===== src/design/mem_op_pkg.sv =====
// load/store operation codes and memory bus encodings
package mem_op_pkg;

  localparam int bus_data_w = 64;
  localparam int bus_tag_w = 4;

  // loads first, stores from SD upward
  typedef enum logic [3:0] {
    LD, LW, LH, LB, LWU, LHU, LBU,
    SD, SW, SH, SB
  } mem_op_t;

  // tag carried on both bus channels
  typedef enum logic [bus_tag_w-1:0] {
    tag_none  = 4'h0,
    tag_read  = 4'h1,
    tag_write = 4'h2
  } bus_tag_t;

endpackage


===== src/design/cache_geom_pkg.sv =====
// data cache geometry
// 4-way, 32 sets of 64-byte lines, 32-bit addresses
package cache_geom_pkg;

  localparam int addr_w = 32;
  localparam int offset_w = 6;
  localparam int index_w = 5;
  localparam int tag_w = addr_w - index_w - offset_w;

  localparam int num_ways = 4;
  localparam int num_sets = 32;
  localparam int beats_per_line = 8;
  // counter width for one line of beats
  localparam int beat_w = 3;

  typedef logic [1:0] way_t;

  // address as seen by the tag and data arrays
  typedef struct packed {
    logic [tag_w-1:0] tag;
    logic [index_w-1:0] index;
    logic [offset_w-1:0] offset;
  } cache_addr_t;

  // one 512-bit line, picked apart by access size
  // element 0 is the lowest address in every view
  typedef union packed {
    logic [beats_per_line-1:0][63:0] dw;
    logic [15:0][31:0] w;
    logic [31:0][15:0] h;
    logic [63:0][7:0] b;
  } line_t;

endpackage

===== src/design/cache_ifs.sv =====


interface xfer_if;
  import cache_geom_pkg::*;

  logic start_evict;
  logic start_fill;
  cache_addr_t evict_addr;
  cache_addr_t fill_addr;
  // victim data comes straight off the line store
  line_t evict_line;
  logic xfer_done;
  line_t fill_line;

  modport ctrl (
    output start_evict, start_fill, evict_addr, fill_addr,
    input  xfer_done
  );
  modport port (
    input  start_evict, start_fill, evict_addr, fill_addr, evict_line,
    output xfer_done, fill_line
  );
endinterface


===== src/design/bus_port.sv =====
// memory bus side of the data cache
// serialises write-backs, issues refill reads, collects 8 beats
`timescale 1ns/1ps

module bus_port (
  input  logic clk,
  input  logic reset,
  xfer_if.port xfer,
  output logic bus_reqcyc,
  input  logic bus_reqack,
  output logic [mem_op_pkg::bus_data_w-1:0] bus_req,
  output logic [mem_op_pkg::bus_tag_w-1:0] bus_reqtag,
  input  logic bus_respcyc,
  output logic bus_respack,
  input  logic [mem_op_pkg::bus_data_w-1:0] bus_resp,
  input  logic [mem_op_pkg::bus_tag_w-1:0] bus_resptag
);
  import cache_geom_pkg::*;
  import mem_op_pkg::*;

  typedef enum logic [2:0] {
    p_idle, p_wb_addr, p_wb_data, p_rd_addr, p_rd_data
  } port_state_t;

  port_state_t state;
  logic [beat_w-1:0] beat;
  logic [beat_w-1:0] next_beat;
  logic last_beat;

  assign next_beat = beat + 1'b1;
  assign last_beat = (beat == beat_w'(beats_per_line - 1));

  always_ff @(posedge clk) begin
    if (!reset) begin
      state <= p_idle;
      beat <= '0;
      bus_reqcyc <= 1'b0;
      bus_reqtag <= tag_none;
      bus_respack <= 1'b0;
      xfer.xfer_done <= 1'b0;
    end else begin
      bus_respack <= 1'b0;
      xfer.xfer_done <= 1'b0;
      case (state)
        p_idle: begin
          // address beat one cycle after the start pulse
          if (xfer.start_evict) begin
            bus_reqcyc <= 1'b1;
            bus_reqtag <= tag_write;
            bus_req <= {{(bus_data_w - addr_w){1'b0}}, xfer.evict_addr};
            state <= p_wb_addr;
          end else if (xfer.start_fill) begin
            bus_reqcyc <= 1'b1;
            bus_reqtag <= tag_read;
            bus_req <= {{(bus_data_w - addr_w){1'b0}}, xfer.fill_addr};
            state <= p_rd_addr;
          end
        end
        p_wb_addr: begin
          if (bus_reqack) begin
            beat <= '0;
            bus_req <= xfer.evict_line.dw[0];
            state <= p_wb_data;
          end
        end
        p_wb_data: begin
          // each beat held until acked, lowest doubleword first
          if (bus_reqack) begin
            if (last_beat) begin
              bus_reqcyc <= 1'b0;
              bus_reqtag <= tag_none;
              xfer.xfer_done <= 1'b1;
              state <= p_idle;
            end else begin
              beat <= next_beat;
              bus_req <= xfer.evict_line.dw[next_beat];
            end
          end
        end
        p_rd_addr: begin
          if (bus_reqack) begin
            bus_reqcyc <= 1'b0;
            bus_reqtag <= tag_none;
            beat <= '0;
            state <= p_rd_data;
          end
        end
        p_rd_data: begin
          // every respcyc cycle is one beat, gaps allowed
          if (bus_respcyc && (bus_resptag == tag_read)) begin
            xfer.fill_line.dw[beat] <= bus_resp;
            bus_respack <= 1'b1;
            beat <= next_beat;
            if (last_beat) begin
              xfer.xfer_done <= 1'b1;
              state <= p_idle;
            end
          end
        end
        default: state <= p_idle;
      endcase
    end
  end

endmodule


===== src/flat_wrapper.sv =====
// flat-port wrapper written by rule: the top's interface ports become plain ports
module bus_port_flat import cache_geom_pkg::*; import mem_op_pkg::*;
  (clk, reset, bus_reqcyc, bus_reqack, bus_req, bus_reqtag, bus_respcyc, bus_respack, bus_resp, bus_resptag, xfer_start_evict, xfer_start_fill, xfer_evict_addr, xfer_fill_addr, xfer_evict_line, xfer_xfer_done, xfer_fill_line);
  xfer_if xfer_i ();
  input  logic clk;
  input  logic reset;
  output logic bus_reqcyc;
  input  logic bus_reqack;
  output logic [mem_op_pkg::bus_data_w-1:0] bus_req;
  output logic [mem_op_pkg::bus_tag_w-1:0] bus_reqtag;
  input  logic bus_respcyc;
  output logic bus_respack;
  input  logic [mem_op_pkg::bus_data_w-1:0] bus_resp;
  input  logic [mem_op_pkg::bus_tag_w-1:0] bus_resptag;
  input wire logic [$bits(xfer_i.start_evict)-1:0] xfer_start_evict;
  input wire logic [$bits(xfer_i.start_fill)-1:0] xfer_start_fill;
  input wire logic [$bits(xfer_i.evict_addr)-1:0] xfer_evict_addr;
  input wire logic [$bits(xfer_i.fill_addr)-1:0] xfer_fill_addr;
  input wire logic [$bits(xfer_i.evict_line)-1:0] xfer_evict_line;
  output wire logic [$bits(xfer_i.xfer_done)-1:0] xfer_xfer_done;
  output wire logic [$bits(xfer_i.fill_line)-1:0] xfer_fill_line;
  assign xfer_i.start_evict = xfer_start_evict;
  assign xfer_i.start_fill = xfer_start_fill;
  assign xfer_i.evict_addr = xfer_evict_addr;
  assign xfer_i.fill_addr = xfer_fill_addr;
  assign xfer_i.evict_line = xfer_evict_line;
  assign xfer_xfer_done = xfer_i.xfer_done;
  assign xfer_fill_line = xfer_i.fill_line;
  bus_port u_core (.clk(clk), .reset(reset), .xfer(xfer_i), .bus_reqcyc(bus_reqcyc), .bus_reqack(bus_reqack), .bus_req(bus_req), .bus_reqtag(bus_reqtag), .bus_respcyc(bus_respcyc), .bus_respack(bus_respack), .bus_resp(bus_resp), .bus_resptag(bus_resptag));
endmodule

===== config.mk =====
export PLATFORM = sky130hd
export DESIGN_NAME = bus_port_flat
export DESIGN_NICKNAME = d
export VERILOG_FILES = /design/src/design/mem_op_pkg.sv /design/src/design/cache_geom_pkg.sv /design/src/design/cache_ifs.sv /design/src/design/bus_port.sv /design/src/flat_wrapper.sv
export SDC_FILE = /design/constraint.sdc
export NUM_CORES = 1
export LEC_CHECK = 0
export ABC_AREA = 1
export ABC_CLOCK_PERIOD_IN_PS = 13510
export BUFFER_PORTS_ARGS = -buffer_cell sky130_fd_sc_hd__clkbuf_2
export CAP_MARGIN = 25
export CORE_AREA = 5 5 480 482
export DETAILED_ROUTE_END_ITERATION = 8
export DIE_AREA = 0 0 485 487
export PLACE_DENSITY = 0.3
export SKIP_LAST_GASP = 1
export SYNTH_ARGS = -nofsm -noshare
export SYNTH_HDL_FRONTEND = slang
export SYNTH_SLANG_ARGS = --single-unit

===== constraint.sdc =====
create_clock -name clk -period 13.51 [get_ports clk]
set_input_delay 2.702 -clock clk [delete_from_list [all_inputs] [get_ports clk]]
set_output_delay 2.702 -clock clk [all_outputs]
set_load 0.1 [all_outputs]

### Yosys cells after proc, flatten, opt, wreduce, memory -nomap -nowiden

Cells that the tools add are included.

* register bits after elaboration: 589
* input bits: 650
* output and inout bits: 583
* logic and storage cells: 80

* add/sub/neg operators: 1
* order comparisons: 3
* eq/ne operators: 14
* mux-type cells: 41
* reduce and logical (&&, ||, !) cells: 13

Operators by type and width (number)
* 512-bit bitwise mux: 1
* 64-bit 2-to-1 mux: 7
* 64-bit binary-select mux with 3-bit select: 1
* 64-bit demux with 3-bit select: 1
* 64-bit case mux with 3 select lines: 1
* 3-bit 2-to-1 mux: 11
* 4-bit 2-to-1 mux: 5
* 3-bit case mux with 5 select lines: 1
* 5-bit AND reduction: 3
* 4-bit case mux with 3 select lines: 1
* 1-bit 2-to-1 mux: 9
* 3-bit case mux with 3 select lines: 1
* 3-bit nonzero test: 3
* 3-bit by 4-bit < comparator with 1-bit output (second input constant): 2
* 2-bit != test (second input constant): 4
* 3-bit by 2-bit equality test with 1-bit output (second input constant): 2
* 3-bit equality test (second input constant): 2
* 2-bit by 1-bit != test with 1-bit output (second input constant): 3
* 6-bit AND reduction: 1
* 4-bit by 1-bit equality test with 1-bit output (second input constant): 1
* 3-bit by 1-bit adder with 3-bit output (second input constant): 1
* 3-bit by 1-bit equality test with 1-bit output (second input constant): 1
* 3-bit by 1-bit greater-or-equal comparator with 1-bit output (second input constant): 1
* 3-bit logical NOT: 1
* 7 further kinds: 8

### Depth between registers and ports, before layout

* depth in word-level cells: 6
* depth in mapped cells: 11

### Worst setup path before layout

No wires, ideal clock.

* path type: input to register
* start: input bus_resptag[0] in the netlist's numbering
* end: register u_core.xfer.fill_line[192] (enable)
* setup time: 565 ps
* data arrival time: 7562 ps
* setup slack: 5384 ps
* stages: 6
* buffers on the path: 0
* cells stage by stage: inv_1 nor2_1 nand4_1 nor2_1 nand2_1 nor3_1

* cells in the longest elaborated chain, start to end: 3

Ends and longest elaborated chain
* from (decl): RTL line flat_wrapper.sv:14 `input logic [mem_op_pkg::bus_tag_w-1:0] bus_resptag;`
* 4-bit by 1-bit equality test with 1-bit output: RTL line bus_port.sv:90 `if (bus_respcyc && (bus_resptag == tag_read)) begin`
* 1-bit logical AND: RTL line bus_port.sv:90
* 3-bit AND reduction (no source line)
* to (decl): RTL line cache_ifs.sv:21 `output xfer_done, fill_line`

No other way between the ends.
A chain may end at the register's enable or synchronous reset.

### Final worst setup path

* start: input bus_resptag[0] in the netlist's numbering
* end: register u_core.xfer.fill_line[141] (enable)

Same word-level chain as after synthesis.

==> results.toml <==
[status]
status = "completed"

[setup_path]
cp.depth = 9
setup.worst_path.start_class = "input pin"
timing.critical_path.to = "u_core.xfer.fill_line[141]"
critPathMaxFanout = 49
worstPathCellList = "clkbuf_2, inv_1, nor2_1, nand4_1, nor2_1, nand2_1, nor3_2, buf_4, buf_4"
critPathSlowestCell = "buf_4"
slowest_delay_ns = 0.59
timing.rr.end = "u_core.xfer.fill_line[141]"
cp.buffers_inverters = 4
cp_top_family = "simple AND/OR/NAND/NOR gates"
end_kind = "flip-flop"
rr_worst_depth = 9
r2r-start = "u_core.state[2]"
worstPathRequired_ns = 13.79
cp-startpoint = "bus_resptag[0]"
path_class = "in -> reg"
ff2ff_setup_slack_ns = 9.61
crit_arrival_ns = 5.38

[sta]
fin_tns_setup_ns = 0
maxSlewViolCount = 0
setup_violations = 0
fin_crit_ns = 5.10
relSlewSlack = 0.142
hold_viol_final = 0
whs_ns = 0.468
rsz0062_at_grt = "false"
tightest_slew_ns = 1.27
fin_skew_ns = 0.0282
fin_crit_sh = 0.378
fmax_mhz = 196

[die]
die_area_sq_um = 236000
start_util = 0.104
ios = 1233
die_w_microns = 485
core_sq_um = 226000
num_rows = 175
die_h_microns = 487

[finish]
nets = 3716
drive_gt1_frac = 0.459
final_cell_mix = "1230 x clkbuf_2, 576 x edfxtp_1, 360 x nor2_1"
stdcell_area_sq_um = 35900
final_util = 0.159
seq_area_sq_um = 17500
area_growth_pct = 51.9
multiInputGateArea_sq_um = 5370
final_common_cell = "clkbuf_2"
n_fill_cell = 25600

[power]
vdd_ir_drop_max_v = 0.000152
p_per_area_nw_per_um2 = 200
combPwrFrac = 0.409
intPower_w = 0.00397
clockPowerShare = 0.280
swShare = 0.446
p_sw_w = 0.00320
power.total_w = 0.00717
p_leak_nw = 13.7
p_seq_frac = 0.311

[yosys]
synthCells = 1836
synth_seq_cells = 587
yosysTopAreaCell = "edfxtp_1"
synthTopCellsByArea = "edfxtp_1 73%, nor2_1 5.7%, o21ai_0 5.5%"
synth_top_cell_area_share = 0.733
syn_avg_cell_area_sq_um = 12.9
ys_types = 28
synth_edf_count = 576
syn-cell-area_sq_um = 23600
async_flop_share = 0
ys.flop_type = "edfxtp_1"
seq_area_frac_synth = 0.742
yosysWarnings = 0

[grt]
antenna_found_initial = 30
grt_pass1_vias = 21100
grt_pass1_wl_mm = 193
gr-total-overflow = 0
grt_max_degree = 141
grt_util_all_layers = 0.119

[clock_network]
cts.sinks = 587
cts_hold_buffers = 0
clock_path_buffers = 3
tritoncts = "built"
root_buffer = "clkbuf_16"
clk_latency_ns = 0.69
cts_buffers = 74
htree_levels = 3
post_cts_buffers = 0
cts-resized-gates = 0
clk_pin_slew_worst_paths_ns = 0.05

[drt]
maxUsedRoutingLayer = "met5"
drt-met1-wl_mm = 58.6
wl_met3_mm = 11.7
viasPerCell = 3.32
drt_iter0_markers = 1074
drcViolationCount = 0
wl_met2_mm = 71.0
antenna_left = 0
routed_wl_mm = 147
vias = 20400
wl_per_cell_microns = 24.0
dr.pass1.iters = 5

[placement]
gp_congestion = 0.854
place_hpwl_mm = 115
placed_area_sq_um = 33400
io_buffer_count = 1230

[min_path]
holdCritPathClass = "reg -> reg"

[job]
drv_cap = 0
## power by group through the flow
| stage | clock network [W] | logic (W) | registers, W |
|---|---|---|---|
| 4_1_cts | 0.00211 | 0.00302 | 0.00224 |
| 3_5_place_dp | 0 | 0.00302 | 0.00227 |
| 2_1_floorplan | 0 | 0.00128 | 0.00282 |
| 3_3_place_gp | 0 | 0.00302 | 0.00227 |
| 6_report | 0.00201 | 0.00293 | 0.00223 |
| 5_1_grt | 0.00217 | 0.00319 | 0.00224 |
## through the flow
step / cells / worst slack, ns
6_report: 6137 / 8.41
5_1_grt: 6130 / 8.03
4_1_cts: 6126 / 8.06
3_5_place_dp: 5996 / 7.29
3_3_place_gp: 5993 / 7.28
2_1_floorplan: 1837 / 5.38
## cell usage after synthesis (3+ instances only)
cell      instances
o21ai_0         260
o31ai_1           6
o211ai_1        141
a21oi_1          39
buf_4             6
o21bai_1          6
nor3_1           10
buf_1            13
o21ai_1          40
clkbuf_1         61
nand2_1          72
nand3_1          92
buf_2            38
buf_6             5
nor2_1          361
inv_1            54
or2_2            26
edfxtp_1        576
o211ai_2          7
dfxtp_1          11
nand4_1           3
## sequential cells by signal (all words and copies together), names as in the netlist
signal,count
u_core.beat,3
u_core.bus_reqcyc,1
u_core.bus_req,64
u_core.xfer.xfer_done,1
u_core.bus_respack,1
u_core.xfer.fill_line,512
u_core.state,3
u_core.bus_reqtag,2
## per-layer routing
metal | global-route usage | up-vias
met1 | 0.138 | 9918
met4 | 0.0481 | 6
met5 | 0 | -
met2 | 0.201 | 1041
met3 | 0.0398 | 183
li1 | - | 9217
## area by class of cell
type                       count  area share
sequential                   587       0.489
timing repair buffer        1275       0.182
multi-input combinational   1069       0.150
tap                         3009       0.105
clock buffer                  86      0.0535
clock inverter                44      0.0140
inverter                      57     0.00628
antenna                       10    0.000698
## worst register-to-register path, cell delays in order, from the launching register on
cell,delay [ns]
dfxtp_1,0.48
inv_1,0.19
nor2_1,0.13
buf_4,0.22
nand4_1,0.46
nor2_1,0.35
nand2_1,0.20
nor3_2,0.41
buf_4,0.31
buf_4,0.59
## kinds of logic (layout without fill, tap and decap cells)
family	after synthesis	count (layout)	share of synthesized area
simple gates	566	566	0.0989
fa+ha+maj	2	2	0.00106
buf+inv	181	1462	0.0334
other cells	1	12	0.000159
flops	587	587	0.742
compound gates	499	499	0.124
## worst min-delay path by stage
stage	endpoint	slack, ns	cells after the start	start
floorplan	u_core.state[2]	0.56	3	u_core.state[2]
global placement	u_core.bus_reqtag[1]	0.47	2	u_core.bus_reqtag[1]
detailed placement	u_core.bus_reqtag[1]	0.46	2	u_core.bus_reqtag[1]
CTS	u_core.bus_reqtag[1]	0.47	2	u_core.bus_reqtag[1]
global route	u_core.bus_reqtag[1]	0.51	2	u_core.bus_reqtag[1]
finish	u_core.bus_reqtag[1]	0.47	2	u_core.bus_reqtag[1]
(Power assumes the default switching activity.)
