File: config.mk
export PLATFORM = sky130hd
export DESIGN_NAME = tag_store_flat
export DESIGN_NICKNAME = d
export VERILOG_FILES = /design/src/design/cache_geom_pkg.sv /design/src/design/cache_ifs.sv /design/src/design/tag_store.sv /design/src/flat_wrapper.sv
export SDC_FILE = /design/constraint.sdc
export NUM_CORES = 2
export LEC_CHECK = 0
export ABC_AREA = 1
export BUFFER_PORTS_ARGS = -buffer_cell sky130_fd_sc_hd__buf_2
export CORE_UTILIZATION = 23
export CTS_BUF_LIST = sky130_fd_sc_hd__clkbuf_4 sky130_fd_sc_hd__clkbuf_8 sky130_fd_sc_hd__clkbuf_16
export DETAILED_ROUTE_END_ITERATION = 12
export PLACE_DENSITY = 0.38
export SLEW_MARGIN = 20
export SYNTH_ARGS = -nofsm -noshare
export SYNTH_HDL_FRONTEND = slang
export SYNTH_SLANG_ARGS = --single-unit
File: constraint.sdc
create_clock -name clk -period 6.3 [get_ports clk]
set_input_delay 1.26 -clock clk [delete_from_list [all_inputs] [get_ports clk]]
set_output_delay 1.26 -clock clk [all_outputs]
set_load 0.01 [all_outputs]
File: src/design/cache_geom_pkg.sv
// data cache geometry
// 4-way, 32 sets of 64-byte lines, 32-bit addresses
package cache_geom_pkg;

  localparam int addr_w = 32;
  localparam int offset_w = 6;
  localparam int index_w = 5;
  localparam int tag_w = addr_w - index_w - offset_w;

  localparam int num_ways = 4;
  localparam int num_sets = 32;
  localparam int beats_per_line = 8;
  // counter width for one line of beats
  localparam int beat_w = 3;

  typedef logic [1:0] way_t;

  // address as seen by the tag and data arrays
  typedef struct packed {
    logic [tag_w-1:0] tag;
    logic [index_w-1:0] index;
    logic [offset_w-1:0] offset;
  } cache_addr_t;

  // one 512-bit line, picked apart by access size
  // element 0 is the lowest address in every view
  typedef union packed {
    logic [beats_per_line-1:0][63:0] dw;
    logic [15:0][31:0] w;
    logic [31:0][15:0] h;
    logic [63:0][7:0] b;
  } line_t;

endpackage
File: src/design/cache_ifs.sv
// controller links to the tag store and to the bus port
`timescale 1ns/1ps

interface lookup_if;
  import cache_geom_pkg::*;

  cache_addr_t addr;
  logic lookup;
  logic fill;
  logic mark_dirty;
  logic hit;
  way_t hit_way;
  way_t victim_way;
  logic victim_dirty;
  logic [tag_w-1:0] victim_tag;

  modport ctrl (
    output addr, lookup, fill, mark_dirty,
    input  hit, hit_way, victim_way, victim_dirty, victim_tag
  );
  modport store (
    input  addr, lookup, fill, mark_dirty,
    output hit, hit_way, victim_way, victim_dirty, victim_tag
  );
endinterface


File: src/design/tag_store.sv
// tag, valid and dirty arrays of the data cache
// parallel 4-way compare, round-robin victim per set
`timescale 1ns/1ps

module tag_store (
  input logic clk,
  input logic reset,
  lookup_if.store lookup
);
  import cache_geom_pkg::*;

  logic [tag_w-1:0] tags [num_sets][num_ways];
  logic [num_ways-1:0] valid [num_sets];
  logic [num_ways-1:0] dirty [num_sets];
  way_t rr_ptr [num_sets];

  logic [index_w-1:0] idx;
  logic [num_ways-1:0] match;
  way_t match_way;

  assign idx = lookup.addr.index;

  // compare all ways at once
  always_comb begin
    match = '0;
    match_way = '0;
    for (int w = 0; w < num_ways; w++) begin
      match[w] = valid[idx][w] && (tags[idx][w] == lookup.addr.tag);
      if (match[w]) begin
        match_way = way_t'(w);
      end
    end
  end

  assign lookup.hit = lookup.lookup && (|match);
  // on a miss hit_way falls back to the victim, so the data array
  // follows the refill way without a mux in the controller
  assign lookup.hit_way = lookup.hit ? match_way : lookup.victim_way;
  assign lookup.victim_way = rr_ptr[idx];
  assign lookup.victim_dirty = valid[idx][lookup.victim_way] && dirty[idx][lookup.victim_way];
  assign lookup.victim_tag = tags[idx][lookup.victim_way];

  always_ff @(posedge clk) begin
    if (!reset) begin
      for (int s = 0; s < num_sets; s++) begin
        valid[s] <= '0;
        dirty[s] <= '0;
        rr_ptr[s] <= '0;
      end
    end else if (lookup.fill) begin
      // new line goes in at the victim, pointer moves on
      valid[idx][lookup.victim_way] <= 1'b1;
      dirty[idx][lookup.victim_way] <= lookup.mark_dirty;
      rr_ptr[idx] <= rr_ptr[idx] + 1'b1;
    end else if (lookup.mark_dirty) begin
      // store hit
      dirty[idx][lookup.hit_way] <= 1'b1;
    end
  end

  always_ff @(posedge clk) begin
    if (lookup.fill) begin
      tags[idx][lookup.victim_way] <= lookup.addr.tag;
    end
  end

endmodule

File: src/flat_wrapper.sv
// flat-port wrapper written by rule: the top's interface ports become plain ports
module tag_store_flat import cache_geom_pkg::*;
  (clk, reset, lookup_addr, lookup_lookup, lookup_fill, lookup_mark_dirty, lookup_hit, lookup_hit_way, lookup_victim_way, lookup_victim_dirty, lookup_victim_tag);
  lookup_if lookup_i ();
  input logic clk;
  input logic reset;
  input wire logic [$bits(lookup_i.addr)-1:0] lookup_addr;
  input wire logic [$bits(lookup_i.lookup)-1:0] lookup_lookup;
  input wire logic [$bits(lookup_i.fill)-1:0] lookup_fill;
  input wire logic [$bits(lookup_i.mark_dirty)-1:0] lookup_mark_dirty;
  output wire logic [$bits(lookup_i.hit)-1:0] lookup_hit;
  output wire logic [$bits(lookup_i.hit_way)-1:0] lookup_hit_way;
  output wire logic [$bits(lookup_i.victim_way)-1:0] lookup_victim_way;
  output wire logic [$bits(lookup_i.victim_dirty)-1:0] lookup_victim_dirty;
  output wire logic [$bits(lookup_i.victim_tag)-1:0] lookup_victim_tag;
  assign lookup_i.addr = lookup_addr;
  assign lookup_i.lookup = lookup_lookup;
  assign lookup_i.fill = lookup_fill;
  assign lookup_i.mark_dirty = lookup_mark_dirty;
  assign lookup_hit = lookup_i.hit;
  assign lookup_hit_way = lookup_i.hit_way;
  assign lookup_victim_way = lookup_i.victim_way;
  assign lookup_victim_dirty = lookup_i.victim_dirty;
  assign lookup_victim_tag = lookup_i.victim_tag;
  tag_store u_core (.clk(clk), .reset(reset), .lookup(lookup_i));
endmodule
# --- After elaboration in Yosys (flattened, before gate mapping) ---
# Memories as Yosys holds them, arrays and structs flattened.
# Index checks and enable logic that the tools add are counted.
totals:
  ram_bits: 3008
  reg_bits: 0
  out_inout_bits: 27
  wordCells: 73
  romBits: 0
  memories: 4
  latchBits: 0
memory_table:
  columns: ["name", "words", "word_bits", "rd", "rd_clocked_by_memory_dff", "wr", "line_no", "source"]
  rows:
  - ["u_core.tags", 32, 84, 1, 0, 1, "tag_store.sv:12", "logic [tag_w-1:0] tags [num_sets][num_ways];"]
  - ["u_core.dirty", 32, 4, 1, 0, 32, "tag_store.sv:14", "logic [num_ways-1:0] dirty [num_sets];"]
  - ["u_core.valid", 32, 4, 1, 0, 32, "tag_store.sv:13", "logic [num_ways-1:0] valid [num_sets];"]
  - ["u_core.rr_ptr", 32, 2, 1, 0, 32, "tag_store.sv:15", "way_t rr_ptr [num_sets];"]
op_classes:
  n_bitwise: 5
  eq_ne: 4
  n_lt_le_gt_ge: 6
  div_mod_pow: 0
  mul: 0
  addsub: 1
  mux: 40
  shift: 0
  n_reduce_logical: 13
op_table:
  columns: ["cell", "count"]
  rows:
  - ["21-bit == test", 4]
  - ["84-bit two-way mux", 1]
  - ["21-bit two-way mux", 3]
  - ["21-bit binary-select mux with 2-bit select", 1]
  - ["21-bit demux with 2-bit select", 1]
  - ["4-bit two-way mux", 6]
  - ["1-bit two-way mux", 17]
  - ["5-bit two-way mux", 3]
  - ["4-bit OR reduction", 3]
  - ["1-bit logical AND", 9]
  - ["2-bit two-way mux", 4]
  - ["2-bit by 3-bit less-than comparator with 1-bit output (second input constant)", 2]
  - ["1-bit binary-select mux with 2-bit select", 2]
  - ["1-bit demux with 2-bit select", 2]
  - ["2-bit by 1-bit greater-or-equal comparator with 1-bit output (second input constant)", 2]
  - ["1-bit bitwise OR", 4]
  - ["3-bit greater-or-equal comparator (second input constant)", 1]
  - ["3-bit by 1-bit less-than comparator with 1-bit output (second input constant)", 1]
  - ["2-bit inverter with 3-bit output", 1]
  - ["2-bit by 1-bit adder with 2-bit output (second input constant)", 1]
  - ["2-bit OR reduction", 1]

# --- Logic depth before layout (Yosys ltp) ---
# An unclocked memory read counts as a cell.
logic_depth:
  depth_word: 15
  mapped_depth: 29
  ltp_nobuf: 24

# --- Worst setup path after synthesis ---
# OpenSTA, ideal clock, no wires.
synth_timing:
  path_kind: "input -> register"
  from: "input lookup_addr[9]"
  to: "memory u_core.tags[15][42] (netlist name) (enable)"
  setup_slack_ns: 0.961
  arrival_time_ns: 4.941
  path_stages: 16
  n_path_buf: 6
  required_ns: 5.901
  cell_sequence: "buf_4 -> inv_2 -> nor3_4 -> buf_2 -> clkinv_1 -> a21oi_1 -> or2_2 -> nor4_4 -> inv_2 -> clkbuf_1 -> buf_1 -> ha_1 -> nand2_1 -> clkbuf_1 -> clkbuf_1 -> nor2_1"
synth_via:
  elab_chain_len: 7
  elab_cells_between_ends: 8
  classes_between: "order compare (2); mux (3); bitwise (1); reduce/logical (1); memory (1)"
synth_rtl:
  columns: ["element", "line_no", "source"]
  rows:
  - ["start, declared", "flat_wrapper.sv:7", "input wire logic [$bits(lookup_i.addr)-1:0] lookup_addr;"]
  - ["memory read 32 x 2 bit *", null, null]
  - ["named net lookup_victim_way[0]", "flat_wrapper.sv:13", "output wire logic [$bits(lookup_i.victim_way)-1:0] lookup_victim_way;"]
  - ["2-bit inverter with 3-bit output (not written as such) *", "tag_store.sv:63", "tags[idx][lookup.victim_way] <= lookup.addr.tag;"]
  - ["3-bit greater-or-equal comparator (not written as such) or 3-bit by 1-bit less-than comparator with 1-bit output (tied branches)", "tag_store.sv:63", null]
  - ["1-bit logical AND (not written as such)", "tag_store.sv:63", null]
  - ["21-bit two-way mux (not written as such)", "tag_store.sv:63", null]
  - ["21-bit demux with 2-bit select *", "tag_store.sv:63", null]
  - ["84-bit two-way mux (not written as such) *", "tag_store.sv:63", null]
  - ["end, declared", "tag_store.sv:12", null]
# Mark *: on every way through the listed nets, which the timed path passes. The rest lies on a longest branch.

# --- Worst setup path in the final report ---
layout_timing:
  from: "input lookup_addr[7]"
  to: "output lookup_victim_tag[6]"
layout_via:
  elab_chain_len: 5
  elab_cells_between_ends: 6
  classes_between: "mux (3); bitwise (1); memory (2)"
layout_rtl:
  columns: ["element", "line_no", "source"]
  rows:
  - ["memory read 32 x 2 bit", null, null]
  - ["2-bit inverter with 3-bit output (not written as such)", "tag_store.sv:41", "assign lookup.victim_tag = tags[idx][lookup.victim_way];"]
  - ["21-bit binary-select mux with 2-bit select *", "tag_store.sv:41", null]
  - ["21-bit two-way mux (not written as such) * (2 in series)", "tag_store.sv:41", null]
  - ["end, declared", "flat_wrapper.sv:15", "output wire logic [$bits(lookup_i.victim_tag)-1:0] lookup_victim_tag;"]
# Every way passes the cells marked *; elsewhere a longest branch is shown, timed or not. The select of a mux whose other input is x is not followed.

==> metrics.txt <==
fillers about 57000; global placement routability congestion between 0.8 and 0.9; Sink Count approximately 3000; share of layout cells above drive strength 1 0.125; delay-heaviest family, CP buffers and inverters; Mapped Area about 130000 um^2; die area about 550000 um^2; main area contributors after synthesis edfxtp_1 (69%), nand2_1 (20%), nor2_1 (2.2%); total wire length approximately 490 mm; post-DR wirelength/cell around 24 um; PD cells between 300 and 400 nW/um^2; NumNets Final 12700; Hold Crit Class reg2reg; Max stage delay on crit path around 0.6 ns; worst path required time 5.04 ns; hold_ws 0.465 ns; Cell variety after synth 35; placed insts between 15000 and 20000; CTS buffer count roughly 360; post-synthesis mux area share 0; final worst path period need ~6.3 ns; CTS clk-pin slew, worst paths about 0.060 ns; drt via density 4.35; Initial DRC Count 7994; Startpoint Class input pin; syn avg cell area 10.4 um^2; Hold Fails Final Rpt 0; peak supply drop between 0.0002 and 0.00025 V; router iterations before antenna repair 6; failing checks negative setup slack; post-synth top area share 0.690; DR vias slightly below 90000; die width around 740 um; Synth Flop Type edfxtp_1; kind of critical path in2out; area grow syn2layout 21.7%; DIE HEIGHT between 700 and 800 um; MaxCap Viol Count 0; GRT Overall Usage 0.174; fraction of registers with async set/reset 0; Max-Slew Margin vs Limit 0.283; RSZ-0062 raised after global routing false; initial antenna violation count 36; largest net degree at the start of global routing 81; cells along the critical path buf_8 > clkinv_16 > nor2_4 > buf_12 > buf_12 > buf_12 > buf_4 > a22oi_1 > a21oi_1 > or2_1 > nor4_4 > buf_4 > o21ai_0 > o22ai_1 > buf_4 > buf_2; critical path peak fanout 34; Compound-Gate Fraction of Synth Area 0.0211; Synth Instances between 10000 and 15000; grt ovf 0; Max Root-Sink Buffers 4; area of the multi-input gates between 30000 and 40000 um^2; FF/Latch Area around 90000 um^2; post-route ant nets 0; I/O Buffers 57; Critical Path End Type output pin; CTS tree yes; total nets after synthesis approximately 12000; Final Non-Filler Cells 20100; Setup-failing EPs final 2; worst-margin pin slew roughly 1.1 ns; Worst EP arrival 5.08 ns; Leakage slightly below 60 nW; Simple-Gate Fraction of Synth Area 0.241; status finished, violations left; CP max-delay cell nor4_4; # Post-CTS Setup Buffers 0; vias in the first global route roughly 84000; post-route clock skew approximately 0.05 ns; Post-synth EDFFs between 2000 and 3000; sequential area share after synthesis 0.710; cell with the most instances after synthesis nand2_1; Rows 270; Post-synth top cells nand2_1 (6671), edfxtp_1 (2880), nor2_1 (732); H-tree depth 5; largest family of logic cells by synthesized area simple AND/OR/NAND/NOR gates; fin crit share 1.01; first-pass GRT wire length 681 mm; CP bufs+invs 9; Core Area around 540000 um^2; post-DP HPWL 305 mm; IO Pins 64; yosys warns 0; clk root buf clkbuf_16; Fmax roughly 160 MHz; DR DRC count 0; worst-skew pair later-pin latency 1.00 ns; Pins Over Slew Limit 0; setup ws final -0.0446 ns; post-layout util 0.282; synthesized flop and latch total 3008; Starting Density 0.231; adder-cell area share of the yosys netlist 0.000399; TNS Setup -0.0580 ns; Synth area leader edfxtp_1; post-synthesis xor/xnor area fraction 0
==> worst paths after layout <==
kind | startpoint | endpoint | slack [ns] | cells past startpoint
worst max-delay path | lookup_addr[7] | lookup_victim_tag[6] | -0.04 | 16
worst min-delay path | u_core.valid[9][0] | u_core.valid[9][0] | 0.47 | 1
worst max register to register | u_core.tags[8][24] | u_core.dirty[17][1] | 2.27 | 25
worst min register to register | u_core.valid[9][0] | u_core.valid[9][0] | 0.47 | 1
==> through the flow <==
| step | area (um^2) | worst slack [ns] | power, mW |
|---|---|---|---|
| 2_1_floorplan | 125000 | 0.961 | 23.9 |
| 3_3_place_gp | 141000 | -0.308 | 26.3 |
| 3_5_place_dp | 141000 | -0.224 | 26.3 |
| 4_1_cts | 152000 | 0.0244 | 47.0 |
| 5_1_grt | 153000 | 0.000356 | 47.9 |
| 6_report | 153000 | -0.0446 | 46.5 |
==> final cells by class <==
cell class                 count  area share
timing repair buffer         831      0.0589
clock buffer                 484      0.0664
antenna                       15    0.000246
clock inverter               173     0.00944
multi-input combinational   8294       0.219
inverter                     133     0.00365
tap                         7208      0.0591
sequential                  3008       0.584
==> registers in the layout (all words and copies together), names as in the netlist <==
| signal | count |
|---|---|
| u_core.dirty | 128 |
| u_core.rr_ptr | 64 |
| u_core.tags | 2688 |
| u_core.valid | 128 |
==> per-layer routing <==
layer | vias to the layer above | global-route usage | share of wire
li1 | 41100 | - | -
met1 | 43700 | 0.252 | 0.47
met2 | 2286 | 0.275 | 0.45
met3 | 506 | 0.0233 | 0.056
met4 | 8 | 0.0382 | 0.022
met5 | - | 0 | 0.000092
==> what timing repair did <==
item | 4_1_cts | 5_1_grt
resized for setup | 9 | 8
endpoints found under the hold margin | 0 | 0
hold buffers | 0 | 0
endpoints found under the setup margin | 3 | 3
gates cloned | 0 | 0
==> worst reg2reg max path, cell delays in order (launching register included) <==
cell	delay (ns)
edfxtp_1	0.35
nand2_1	0.07
nand2_1	0.05
nand2_1	0.05
nand3_1	0.08
nand2_1	0.15
nand2_1	0.18
nor2_1	0.45
nand2_1	0.20
nand2_1	0.11
nand2_1	0.07
nor2_1	0.14
nand2_1	0.07
nor2_1	0.10
nand3_1	0.17
nand2_1	0.29
nand2_1	0.16
nand2_2	0.10
nand2_2	0.06
nand2_2	0.07
buf_4	0.11
nand3_1	0.07
nand2_2	0.20
buf_12	0.21
nand2_1	0.10
nand2_1	0.10
==> report_power, final <==
part,internal (mW),switching (mW),leakage [nW],total (mW)
logic,1.00,2.79,26.4,3.80
registers,22.0,0.0253,27.2,22.0
clock network,11.8,8.81,5.78,20.6
==> logic make-up after synthesis <==
kind of cell / after synthesis
AO/OA/AOI/OAI: 434
flip-flops: 3008
buffers and inverters: 752
AND/OR/NAND/NOR: 7856
adder cells (fa/ha/maj): 4
==> cell usage in the layout, fill, tap and decap left out, types with 32 or more instances in the layout <==
| master | instances |
|---|---|
| nand2_2 | 43 |
| clkinv_2 | 47 |
| a22oi_1 | 105 |
| buf_4 | 556 |
| inv_1 | 114 |
| nor2_2 | 133 |
| buf_12 | 217 |
| o22ai_1 | 74 |
| clkbuf_16 | 369 |
| o21ai_1 | 42 |
| dfxtp_1 | 128 |
| edfxtp_1 | 2880 |
| nand2_1 | 6665 |
| nand3_1 | 371 |
| nor2_1 | 597 |
| o21a_1 | 33 |
| a21oi_1 | 97 |
| clkinv_1 | 90 |
| buf_2 | 32 |
| o21ai_0 | 72 |
| clkbuf_4 | 111 |
Power figures use the tool's default switching activity.
