File: src/design/mem_op_pkg.sv
// load/store operation codes and memory bus encodings
package mem_op_pkg;

  localparam int bus_data_w = 64;
  localparam int bus_tag_w = 4;

  // loads first, stores from SD upward
  typedef enum logic [3:0] {
    LD, LW, LH, LB, LWU, LHU, LBU,
    SD, SW, SH, SB
  } mem_op_t;

  // tag carried on both bus channels
  typedef enum logic [bus_tag_w-1:0] {
    tag_none  = 4'h0,
    tag_read  = 4'h1,
    tag_write = 4'h2
  } bus_tag_t;

endpackage

File: src/design/cache_geom_pkg.sv
// data cache geometry
// 4-way, 32 sets of 64-byte lines, 32-bit addresses
package cache_geom_pkg;

  localparam int addr_w = 32;
  localparam int offset_w = 6;
  localparam int index_w = 5;
  localparam int tag_w = addr_w - index_w - offset_w;

  localparam int num_ways = 4;
  localparam int num_sets = 32;
  localparam int beats_per_line = 8;
  // counter width for one line of beats
  localparam int beat_w = 3;

  typedef logic [1:0] way_t;

  // address as seen by the tag and data arrays
  typedef struct packed {
    logic [tag_w-1:0] tag;
    logic [index_w-1:0] index;
    logic [offset_w-1:0] offset;
  } cache_addr_t;

  // one 512-bit line, picked apart by access size
  // element 0 is the lowest address in every view
  typedef union packed {
    logic [beats_per_line-1:0][63:0] dw;
    logic [15:0][31:0] w;
    logic [31:0][15:0] h;
    logic [63:0][7:0] b;
  } line_t;

endpackage
File: src/design/cache_ifs.sv
// controller links to the tag store and to the bus port
`timescale 1ns/1ps

interface lookup_if;
  import cache_geom_pkg::*;

  cache_addr_t addr;
  logic lookup;
  logic fill;
  logic mark_dirty;
  logic hit;
  way_t hit_way;
  way_t victim_way;
  logic victim_dirty;
  logic [tag_w-1:0] victim_tag;

  modport ctrl (
    output addr, lookup, fill, mark_dirty,
    input  hit, hit_way, victim_way, victim_dirty, victim_tag
  );
  modport store (
    input  addr, lookup, fill, mark_dirty,
    output hit, hit_way, victim_way, victim_dirty, victim_tag
  );
endinterface

interface xfer_if;
  import cache_geom_pkg::*;

  logic start_evict;
  logic start_fill;
  cache_addr_t evict_addr;
  cache_addr_t fill_addr;
  // victim data comes straight off the line store
  line_t evict_line;
  logic xfer_done;
  line_t fill_line;

  modport ctrl (
    output start_evict, start_fill, evict_addr, fill_addr,
    input  xfer_done
  );
  modport port (
    input  start_evict, start_fill, evict_addr, fill_addr, evict_line,
    output xfer_done, fill_line
  );
endinterface

File: src/design/cache_ctrl.sv
// data cache controller
// hit in one cycle, miss runs write-back, refill, fill, retry
`timescale 1ns/1ps

module cache_ctrl (
  input  logic clk,
  input  logic reset,
  input  logic req,
  input  mem_op_pkg::mem_op_t op,
  input  cache_geom_pkg::cache_addr_t addr,
  output logic busy,
  output logic done,
  lookup_if.ctrl lookup,
  xfer_if.ctrl xfer,
  output logic store_wr,
  output logic line_fill
);
  import cache_geom_pkg::*;
  import mem_op_pkg::*;

  typedef enum logic [2:0] {
    s_idle, s_writeback, s_refill, s_fill, s_retry
  } ctrl_state_t;

  ctrl_state_t state;
  cache_addr_t req_addr;
  mem_op_t req_op;
  mem_op_t cur_op;
  logic is_store;

  assign busy = (state != s_idle);

  // live request while idle, held copy during a miss
  assign lookup.addr = (state == s_idle) ? addr : req_addr;
  assign cur_op = (state == s_idle) ? op : req_op;
  assign is_store = cur_op inside {SD, SW, SH, SB};
  assign lookup.lookup = ((state == s_idle) && req) || (state == s_retry);

  // hit is already qualified by lookup
  assign store_wr = lookup.hit && is_store;
  assign line_fill = (state == s_fill);
  assign lookup.fill = line_fill;
  assign lookup.mark_dirty = store_wr || (line_fill && is_store);

  // both transfers are line aligned
  assign xfer.evict_addr = '{tag: lookup.victim_tag, index: req_addr.index, offset: '0};
  assign xfer.fill_addr = '{tag: req_addr.tag, index: req_addr.index, offset: '0};

  always_ff @(posedge clk) begin
    if (!reset) begin
      state <= s_idle;
      done <= 1'b0;
      xfer.start_evict <= 1'b0;
      xfer.start_fill <= 1'b0;
    end else begin
      done <= 1'b0;
      xfer.start_evict <= 1'b0;
      xfer.start_fill <= 1'b0;
      case (state)
        s_idle, s_retry: begin
          if (lookup.hit) begin
            done <= 1'b1;
            state <= s_idle;
          end else if (lookup.lookup) begin
            // dirty victim goes out before the refill
            xfer.start_evict <= lookup.victim_dirty;
            xfer.start_fill <= !lookup.victim_dirty;
            state <= lookup.victim_dirty ? s_writeback : s_refill;
          end
        end
        s_writeback: begin
          if (xfer.xfer_done) begin
            xfer.start_fill <= 1'b1;
            state <= s_refill;
          end
        end
        s_refill: begin
          if (xfer.xfer_done) begin
            state <= s_fill;
          end
        end
        s_fill:  state <= s_retry;
        default: state <= s_idle;
      endcase
    end
  end

  always_ff @(posedge clk) begin
    if ((state == s_idle) && req) begin
      req_addr <= addr;
      req_op <= op;
    end
  end

endmodule

File: src/flat_wrapper.sv
// flat-port wrapper written by rule: the top's interface ports become plain ports
module cache_ctrl_flat import cache_geom_pkg::*; import mem_op_pkg::*;
  (clk, reset, req, op, addr, busy, done, store_wr, line_fill, lookup_addr, lookup_lookup, lookup_fill, lookup_mark_dirty, lookup_hit, lookup_hit_way, lookup_victim_way, lookup_victim_dirty, lookup_victim_tag, xfer_start_evict, xfer_start_fill, xfer_evict_addr, xfer_fill_addr, xfer_xfer_done);
  lookup_if lookup_i ();
  xfer_if xfer_i ();
  input  logic clk;
  input  logic reset;
  input  logic req;
  input  mem_op_pkg::mem_op_t op;
  input  cache_geom_pkg::cache_addr_t addr;
  output logic busy;
  output logic done;
  output logic store_wr;
  output logic line_fill;
  output wire logic [$bits(lookup_i.addr)-1:0] lookup_addr;
  output wire logic [$bits(lookup_i.lookup)-1:0] lookup_lookup;
  output wire logic [$bits(lookup_i.fill)-1:0] lookup_fill;
  output wire logic [$bits(lookup_i.mark_dirty)-1:0] lookup_mark_dirty;
  input wire logic [$bits(lookup_i.hit)-1:0] lookup_hit;
  input wire logic [$bits(lookup_i.hit_way)-1:0] lookup_hit_way;
  input wire logic [$bits(lookup_i.victim_way)-1:0] lookup_victim_way;
  input wire logic [$bits(lookup_i.victim_dirty)-1:0] lookup_victim_dirty;
  input wire logic [$bits(lookup_i.victim_tag)-1:0] lookup_victim_tag;
  output wire logic [$bits(xfer_i.start_evict)-1:0] xfer_start_evict;
  output wire logic [$bits(xfer_i.start_fill)-1:0] xfer_start_fill;
  output wire logic [$bits(xfer_i.evict_addr)-1:0] xfer_evict_addr;
  output wire logic [$bits(xfer_i.fill_addr)-1:0] xfer_fill_addr;
  input wire logic [$bits(xfer_i.xfer_done)-1:0] xfer_xfer_done;
  assign lookup_addr = lookup_i.addr;
  assign lookup_lookup = lookup_i.lookup;
  assign lookup_fill = lookup_i.fill;
  assign lookup_mark_dirty = lookup_i.mark_dirty;
  assign lookup_i.hit = lookup_hit;
  assign lookup_i.hit_way = lookup_hit_way;
  assign lookup_i.victim_way = lookup_victim_way;
  assign lookup_i.victim_dirty = lookup_victim_dirty;
  assign lookup_i.victim_tag = lookup_victim_tag;
  assign xfer_start_evict = xfer_i.start_evict;
  assign xfer_start_fill = xfer_i.start_fill;
  assign xfer_evict_addr = xfer_i.evict_addr;
  assign xfer_fill_addr = xfer_i.fill_addr;
  assign xfer_i.xfer_done = xfer_xfer_done;
  cache_ctrl u_core (.clk(clk), .reset(reset), .req(req), .op(op), .addr(addr), .busy(busy), .done(done), .lookup(lookup_i), .xfer(xfer_i), .store_wr(store_wr), .line_fill(line_fill));
endmodule
File: config.mk
export PLATFORM = sky130hd
export DESIGN_NAME = cache_ctrl_flat
export DESIGN_NICKNAME = d
export VERILOG_FILES = /design/src/design/mem_op_pkg.sv /design/src/design/cache_geom_pkg.sv /design/src/design/cache_ifs.sv /design/src/design/cache_ctrl.sv /design/src/flat_wrapper.sv
export SDC_FILE = /design/constraint.sdc
export NUM_CORES = 1
export LEC_CHECK = 0
export ABC_CLOCK_PERIOD_IN_PS = 6700
export BUFFER_PORTS_ARGS = -buffer_cell sky130_fd_sc_hd__buf_2
export CAP_MARGIN = 15
export CORE_UTILIZATION = 43
export CTS_CLUSTER_SIZE = 20
export DETAILED_ROUTE_END_ITERATION = 10
export PLACE_DENSITY = 0.84
export SLEW_MARGIN = 20
export SYNTH_ARGS = -nofsm -noshare
export SYNTH_HDL_FRONTEND = slang
export SYNTH_SLANG_ARGS = --single-unit
File: constraint.sdc
create_clock -name clk -period 6.7 [get_ports clk]
set_input_delay 0.335 -clock clk [delete_from_list [all_inputs] [get_ports clk]]
set_output_delay 0.335 -clock clk [all_outputs]
set_load 0.005 [all_outputs]
# Word-level counts from Yosys, hierarchy flattened
# Cells that the tools add are included.
op_classes:
  mul: 0
  mux: 13
  n_addsub: 0
  n_reduce_logical: 13
  order_cmp: 0
  n_eq_ne: 11
  n_shift: 0
  n_bitwise: 3
  div: 0
ops:
  columns: ["operator", "n"]
  rows:
  - ["$mux W32", 1]
  - ["$eq A4 B4 Y1 const B", 3]
  - ["$mux W3", 4]
  - ["$pmux W3 S4", 1]
  - ["$eq A3 B2 Y1 const B", 2]
  - ["$eq A4 B3 Y1 const B", 1]
  - ["$mux W1", 4]
  - ["$mux W4", 1]
  - ["$ne A2 B2 Y1 const B", 2]
  - ["$reduce_bool A4 Y1", 1]
  - ["$reduce_or A4 Y1", 1]
  - ["$eq A3 B1 Y1 const B", 1]
  - ["$eq A3 B3 Y1 const B", 1]
  - ["$logic_and A1 B1 Y1", 3]
  - ["$logic_not A3 Y1", 1]
  - ["$ne A3 B3 Y1 const B", 1]
  - ["$not A1 Y1", 3]
  - ["$reduce_and A3 Y1", 1]
  - ["$reduce_bool A3 Y1", 1]
  - ["$logic_or A1 B1 Y1", 2]
  - ["$mux W2", 1]
  - ["$pmux W1 S2", 1]
  - ["$reduce_and A2 Y1", 1]
  - ["$reduce_or A2 Y1", 1]
  - ["$logic_not A1 Y1", 1]
totals:
  latch_bits: 0
  mem_bits_ro: 0
  ramBits: 0
  wordCells: 48
  inputBits: 67
  n_memories: 0
  register_bits: 42
  output_inout_bits: 105

# Logic depth before layout (Yosys ltp)
logic_depth:
  word_depth: 6
  ltp_mapped: 5
  depth_no_buf: 4

# Worst setup path before layout
# OpenSTA, ideal clock, no wires.
synth_timing:
  path_type: "reg-to-reg"
  from: "register u_core.state[0]"
  to: "register u_core.req_addr[0] (netlist name) (enable)"
  path_stages_with_launch: 5
  required_ps: 6303
  setup_slack_ps: 4452
  setup_ps: 397
  arrival_ps: 1852
  period_less_slack_ps: 2248
  n_path_buf: 2
  cell_sequence: "dfxtp_1 > buf_4 > nor3_4 > buf_6 > and2_1"
synth_between:
  elab_chain_len: 2
synth_rtl:
  columns: ["item", "line_no", "source"]
  rows:
  - ["from (decl)", "cache_ctrl.sv:25", "ctrl_state_t state;"]
  - ["from (signal assigned)", "cache_ctrl.sv:51", "state <= s_idle;"]
  - ["from (signal assigned)", "cache_ctrl.sv:63", "state <= s_idle;"]
  - ["from (signal assigned)", "cache_ctrl.sv:68", "state <= lookup.victim_dirty ? s_writeback : s_refill;"]
  - ["$logic_not A3 Y1", "cache_ctrl.sv:89", "if ((state == s_idle) && req) begin"]
  - ["$logic_and A1 B1 Y1", "cache_ctrl.sv:89", null]
  - ["to (signal assigned)", "cache_ctrl.sv:90", "req_addr <= addr;"]
  - ["to (decl)", "cache_ctrl.sv:26", "cache_addr_t req_addr;"]
# Every way passes these cells.
# A chain may end at the register's enable or synchronous reset.

# Final worst setup path
layout_timing:
  from: "register u_core.state[0]"
  to: "output port store_wr"
layout_between:
  elab_chain_len: 5
  elab_cells_between_ends: 8
  cone_classes: "eq/ne: 4; mux: 1; reduce/logical: 3"
layout_rtl:
  columns: ["item", "line_no", "source"]
  rows:
  - ["$logic_not A3 Y1 *", "cache_ctrl.sv:35", "assign cur_op = (state == s_idle) ? op : req_op;"]
  - ["$mux W4 *", "cache_ctrl.sv:35", null]
  - ["$eq A4 B3 Y1 / $eq A4 B4 Y1 (equally long branches)", "cache_ctrl.sv:36", "assign is_store = cur_op inside {SD, SW, SH, SB};"]
  - ["$reduce_bool A4 Y1 *", "cache_ctrl.sv:36", null]
  - ["$logic_and A1 B1 Y1 *", "cache_ctrl.sv:40", "assign store_wr = lookup.hit && is_store;"]
  - ["to (decl)", "flat_wrapper.sv:13", "output logic store_wr;"]
# Mark *: on every way between the ends. The rest lies on a longest branch, timed or not.

==> results.txt <==
PortBufs - 113
HP Start - addr[17]
Mapped Area - 2360 sq um
Area of the multi-input gates - 659 sq um
EDFF count, synth - 36
Vias in the first global route - 1372
Clk root buf - clkbuf_8
Synth warn - 0
Max Clock Skew - 0.00353 ns
Die width - 76.1 um
Post-Syn Instances - 182
P&R area growth vs syn - 10.8%
Reg2Reg Setup Slack - 4.04 ns
DR DRC count - 0
Fin Setup TNS - 0 ns
Final max-slew violation count - 0
Diode count - 0
FF-to-FF End - u_core.xfer.fill_addr[20]
VDD IR-drop max - 0.104 mV
Crit end category - output port
DR vias/cell - 4.62
First-pass GRT wire length - 6300 um
Layout net count - 311
Worst Max-Slew Pin Slew - 0.835 ns
CP Max Fanout - 18
Largest net degree at the start of global routing - 37
Final setup margin - 3.96 ns
R2R depth - 3
Hold crit path type - in -> reg
WHS Endpoint - u_core.xfer.fill_addr[17]
GP Congestion - 0.768
Share of layout cells above drive strength 1 - 64.5%
Fmax achieved - 365 MHz
Post-DP HPWL - 3070 um
Hold Buf Count CTS - 0
Fill count - 464
Area fraction of the dominant cell type after synthesis - 45.8%
CTS resizes - 0
Global-route usage over all layers - 14.2%
Hold Fails Final Rpt - 0
Total number of vias - 1454
Worst skew pair latency - 0.28 ns
Total CTS buffers - 5
CTS tree - yes
Ys async rst share - 0%
Register area share after synthesis - 50.8%
Synth area leader - edfxtp_1
Clock sinks - 42
Synth top area cells - edfxtp_1 46%, buf_4 21%, mux2_2 15%, dfxtp_1 5.1%, buf_6 1.9%
Starting density of the core - 45.4%
Initial antenna violation count - 0
Max-Cap Viols - 0
Startpoint Class - flip-flop
Yosys cell types - 27
Slew margin rel. - 44.2%
Setup repair after global routing missed its margin - false
DIE AREA - 5790 sq um
Htree depth - 2
FF-to-FF Start - u_core.state[0]
Post-layout min period - 2.74 ns
Outcome - complete, no violations
Postcts setup bufs - 0
Core ar. - 5200 sq um
WL met1 - 1720 um
Most common cell in the netlist - buf_4
Max clock buf depth - 2
Hold Path Cell Cnt - 1
Clock slew at reported path FFs - 0.08 ns
Site Rows - 26
#FFs+latches synth - 42
Place WS - 3.94 ns
Kind of critical path - reg -> out
Total Wirelength - 4050 um
Syn Area/Cell - 13.0 sq um
Die height - 76.1 um
Synth cell count leaders - 66 x buf_4, 36 x edfxtp_1, 32 x mux2_2
Global route overflow - 0
Final setup fails - 0
Drt wl/cell - 12.9 um
P_leak - 0.00118 uW
Pwr dens - 238 nW/um^2
CP arrival - 2.41 ns
Drt first pass iters - 4
Met2 Routed Length - 1950 um
Register area - 1200 sq um
Top Metal Used - met4
Primary FF master, synth - edfxtp_1
Starting DRT DRC Count - 85
# IOs - 172
Met3 wire length - 320 um
Tcrit/Tclk final - 40.9%
Post-route ant nets - 0
Required time of the worst setup path - 6.36 ns
-- logic make-up after synthesis --
logic type,count (synthesis),synth area share [%]
other,1,0.159
DFF,42,50.8
and+or+nand+nor,29,8.37
AOI/OAI and AO/OA,7,2.33
buffers and inverters,71,23.0
muxes,32,15.3
-- worst max-delay path by stage --
stage,startpoint,endpoint,slack (ns),cells after the start
finish,u_core.state[0],store_wr,3.96,6
global route,u_core.state[0],lookup_mark_dirty,3.71,6
CTS,u_core.state[0],lookup_mark_dirty,3.84,6
detailed placement,u_core.state[0],u_core.req_addr[5],3.94,3
global placement,u_core.state[2],u_core.xfer.evict_addr[6],4.05,3
floorplan,u_core.state[0],u_core.req_addr[0],4.45,4
-- layer usage --
layer	vias up	global-route usage, %
li1	688	-
met1	661	16.5
met2	97	23.6
met3	8	4.55
met4	0	6.73
met5	-	0
-- critical path: stages (launching register included) --
cell and delay, ns:
dfxtp_1 0.41, nor3_4 0.72, buf_4 0.39, inv_1 0.09, a211oi_2 0.27, nor3b_2 0.09
buf_2 0.14
-- per-stage QoR --
| stage | utilization (%) | cell area (sq um) | instances | hold WS (ns) | power [uW] |
|---|---|---|---|---|---|
| after floorplan | - | 2400 | 193 | 0.410 | 437 |
| after CTS | 50.3 | 2620 | 315 | 0.220 | 632 |
| final | 50.3 | 2620 | 315 | 0.232 | 623 |
| after global placement | 48.5 | 2520 | 307 | 0.522 | 462 |
| after global routing | 50.3 | 2620 | 315 | 0.210 | 657 |
| after detailed placement | 48.5 | 2520 | 307 | 0.527 | 467 |
-- sequential cells by signal, indices dropped and copies added, names as in the netlist --
register,flops
u_core.state,3
u_core.xfer.fill_addr,21
u_core.xfer.evict_addr,5
u_core.req_addr,6
u_core.done,1
u_core.xfer.start_fill,1
u_core.xfer.start_evict,1
u_core.req_op,4
-- layout by cell type (no fill, tap or decap), types with 2 or more instances in the layout --
cell type	count
o21a_1	3
dfxtp_1	6
conb_1	12
nand2_1	5
nor4_1	3
nor2b_1	2
or3b_1	2
a211oi_1	2
clkbuf_8	6
and4b_1	2
buf_2	113
nor2_1	4
mux2_2	32
edfxtp_1	36
-- layout make-up --
class	count	area share (%)
clock buffer	7	3.30
clock inverter	1	0.191
inverter	1	0.143
multi-input combinational	80	25.2
sequential	42	45.9
tap	70	3.35
timing repair buffer	114	21.9
-- where the power goes --
group	total, uW	internal, uW	switching (uW)
logic	138	73.9	64.3
registers	321	310	10.7
clock network	164	83.1	81.2
total	623	467	156
Power figures use the tool's default switching activity.
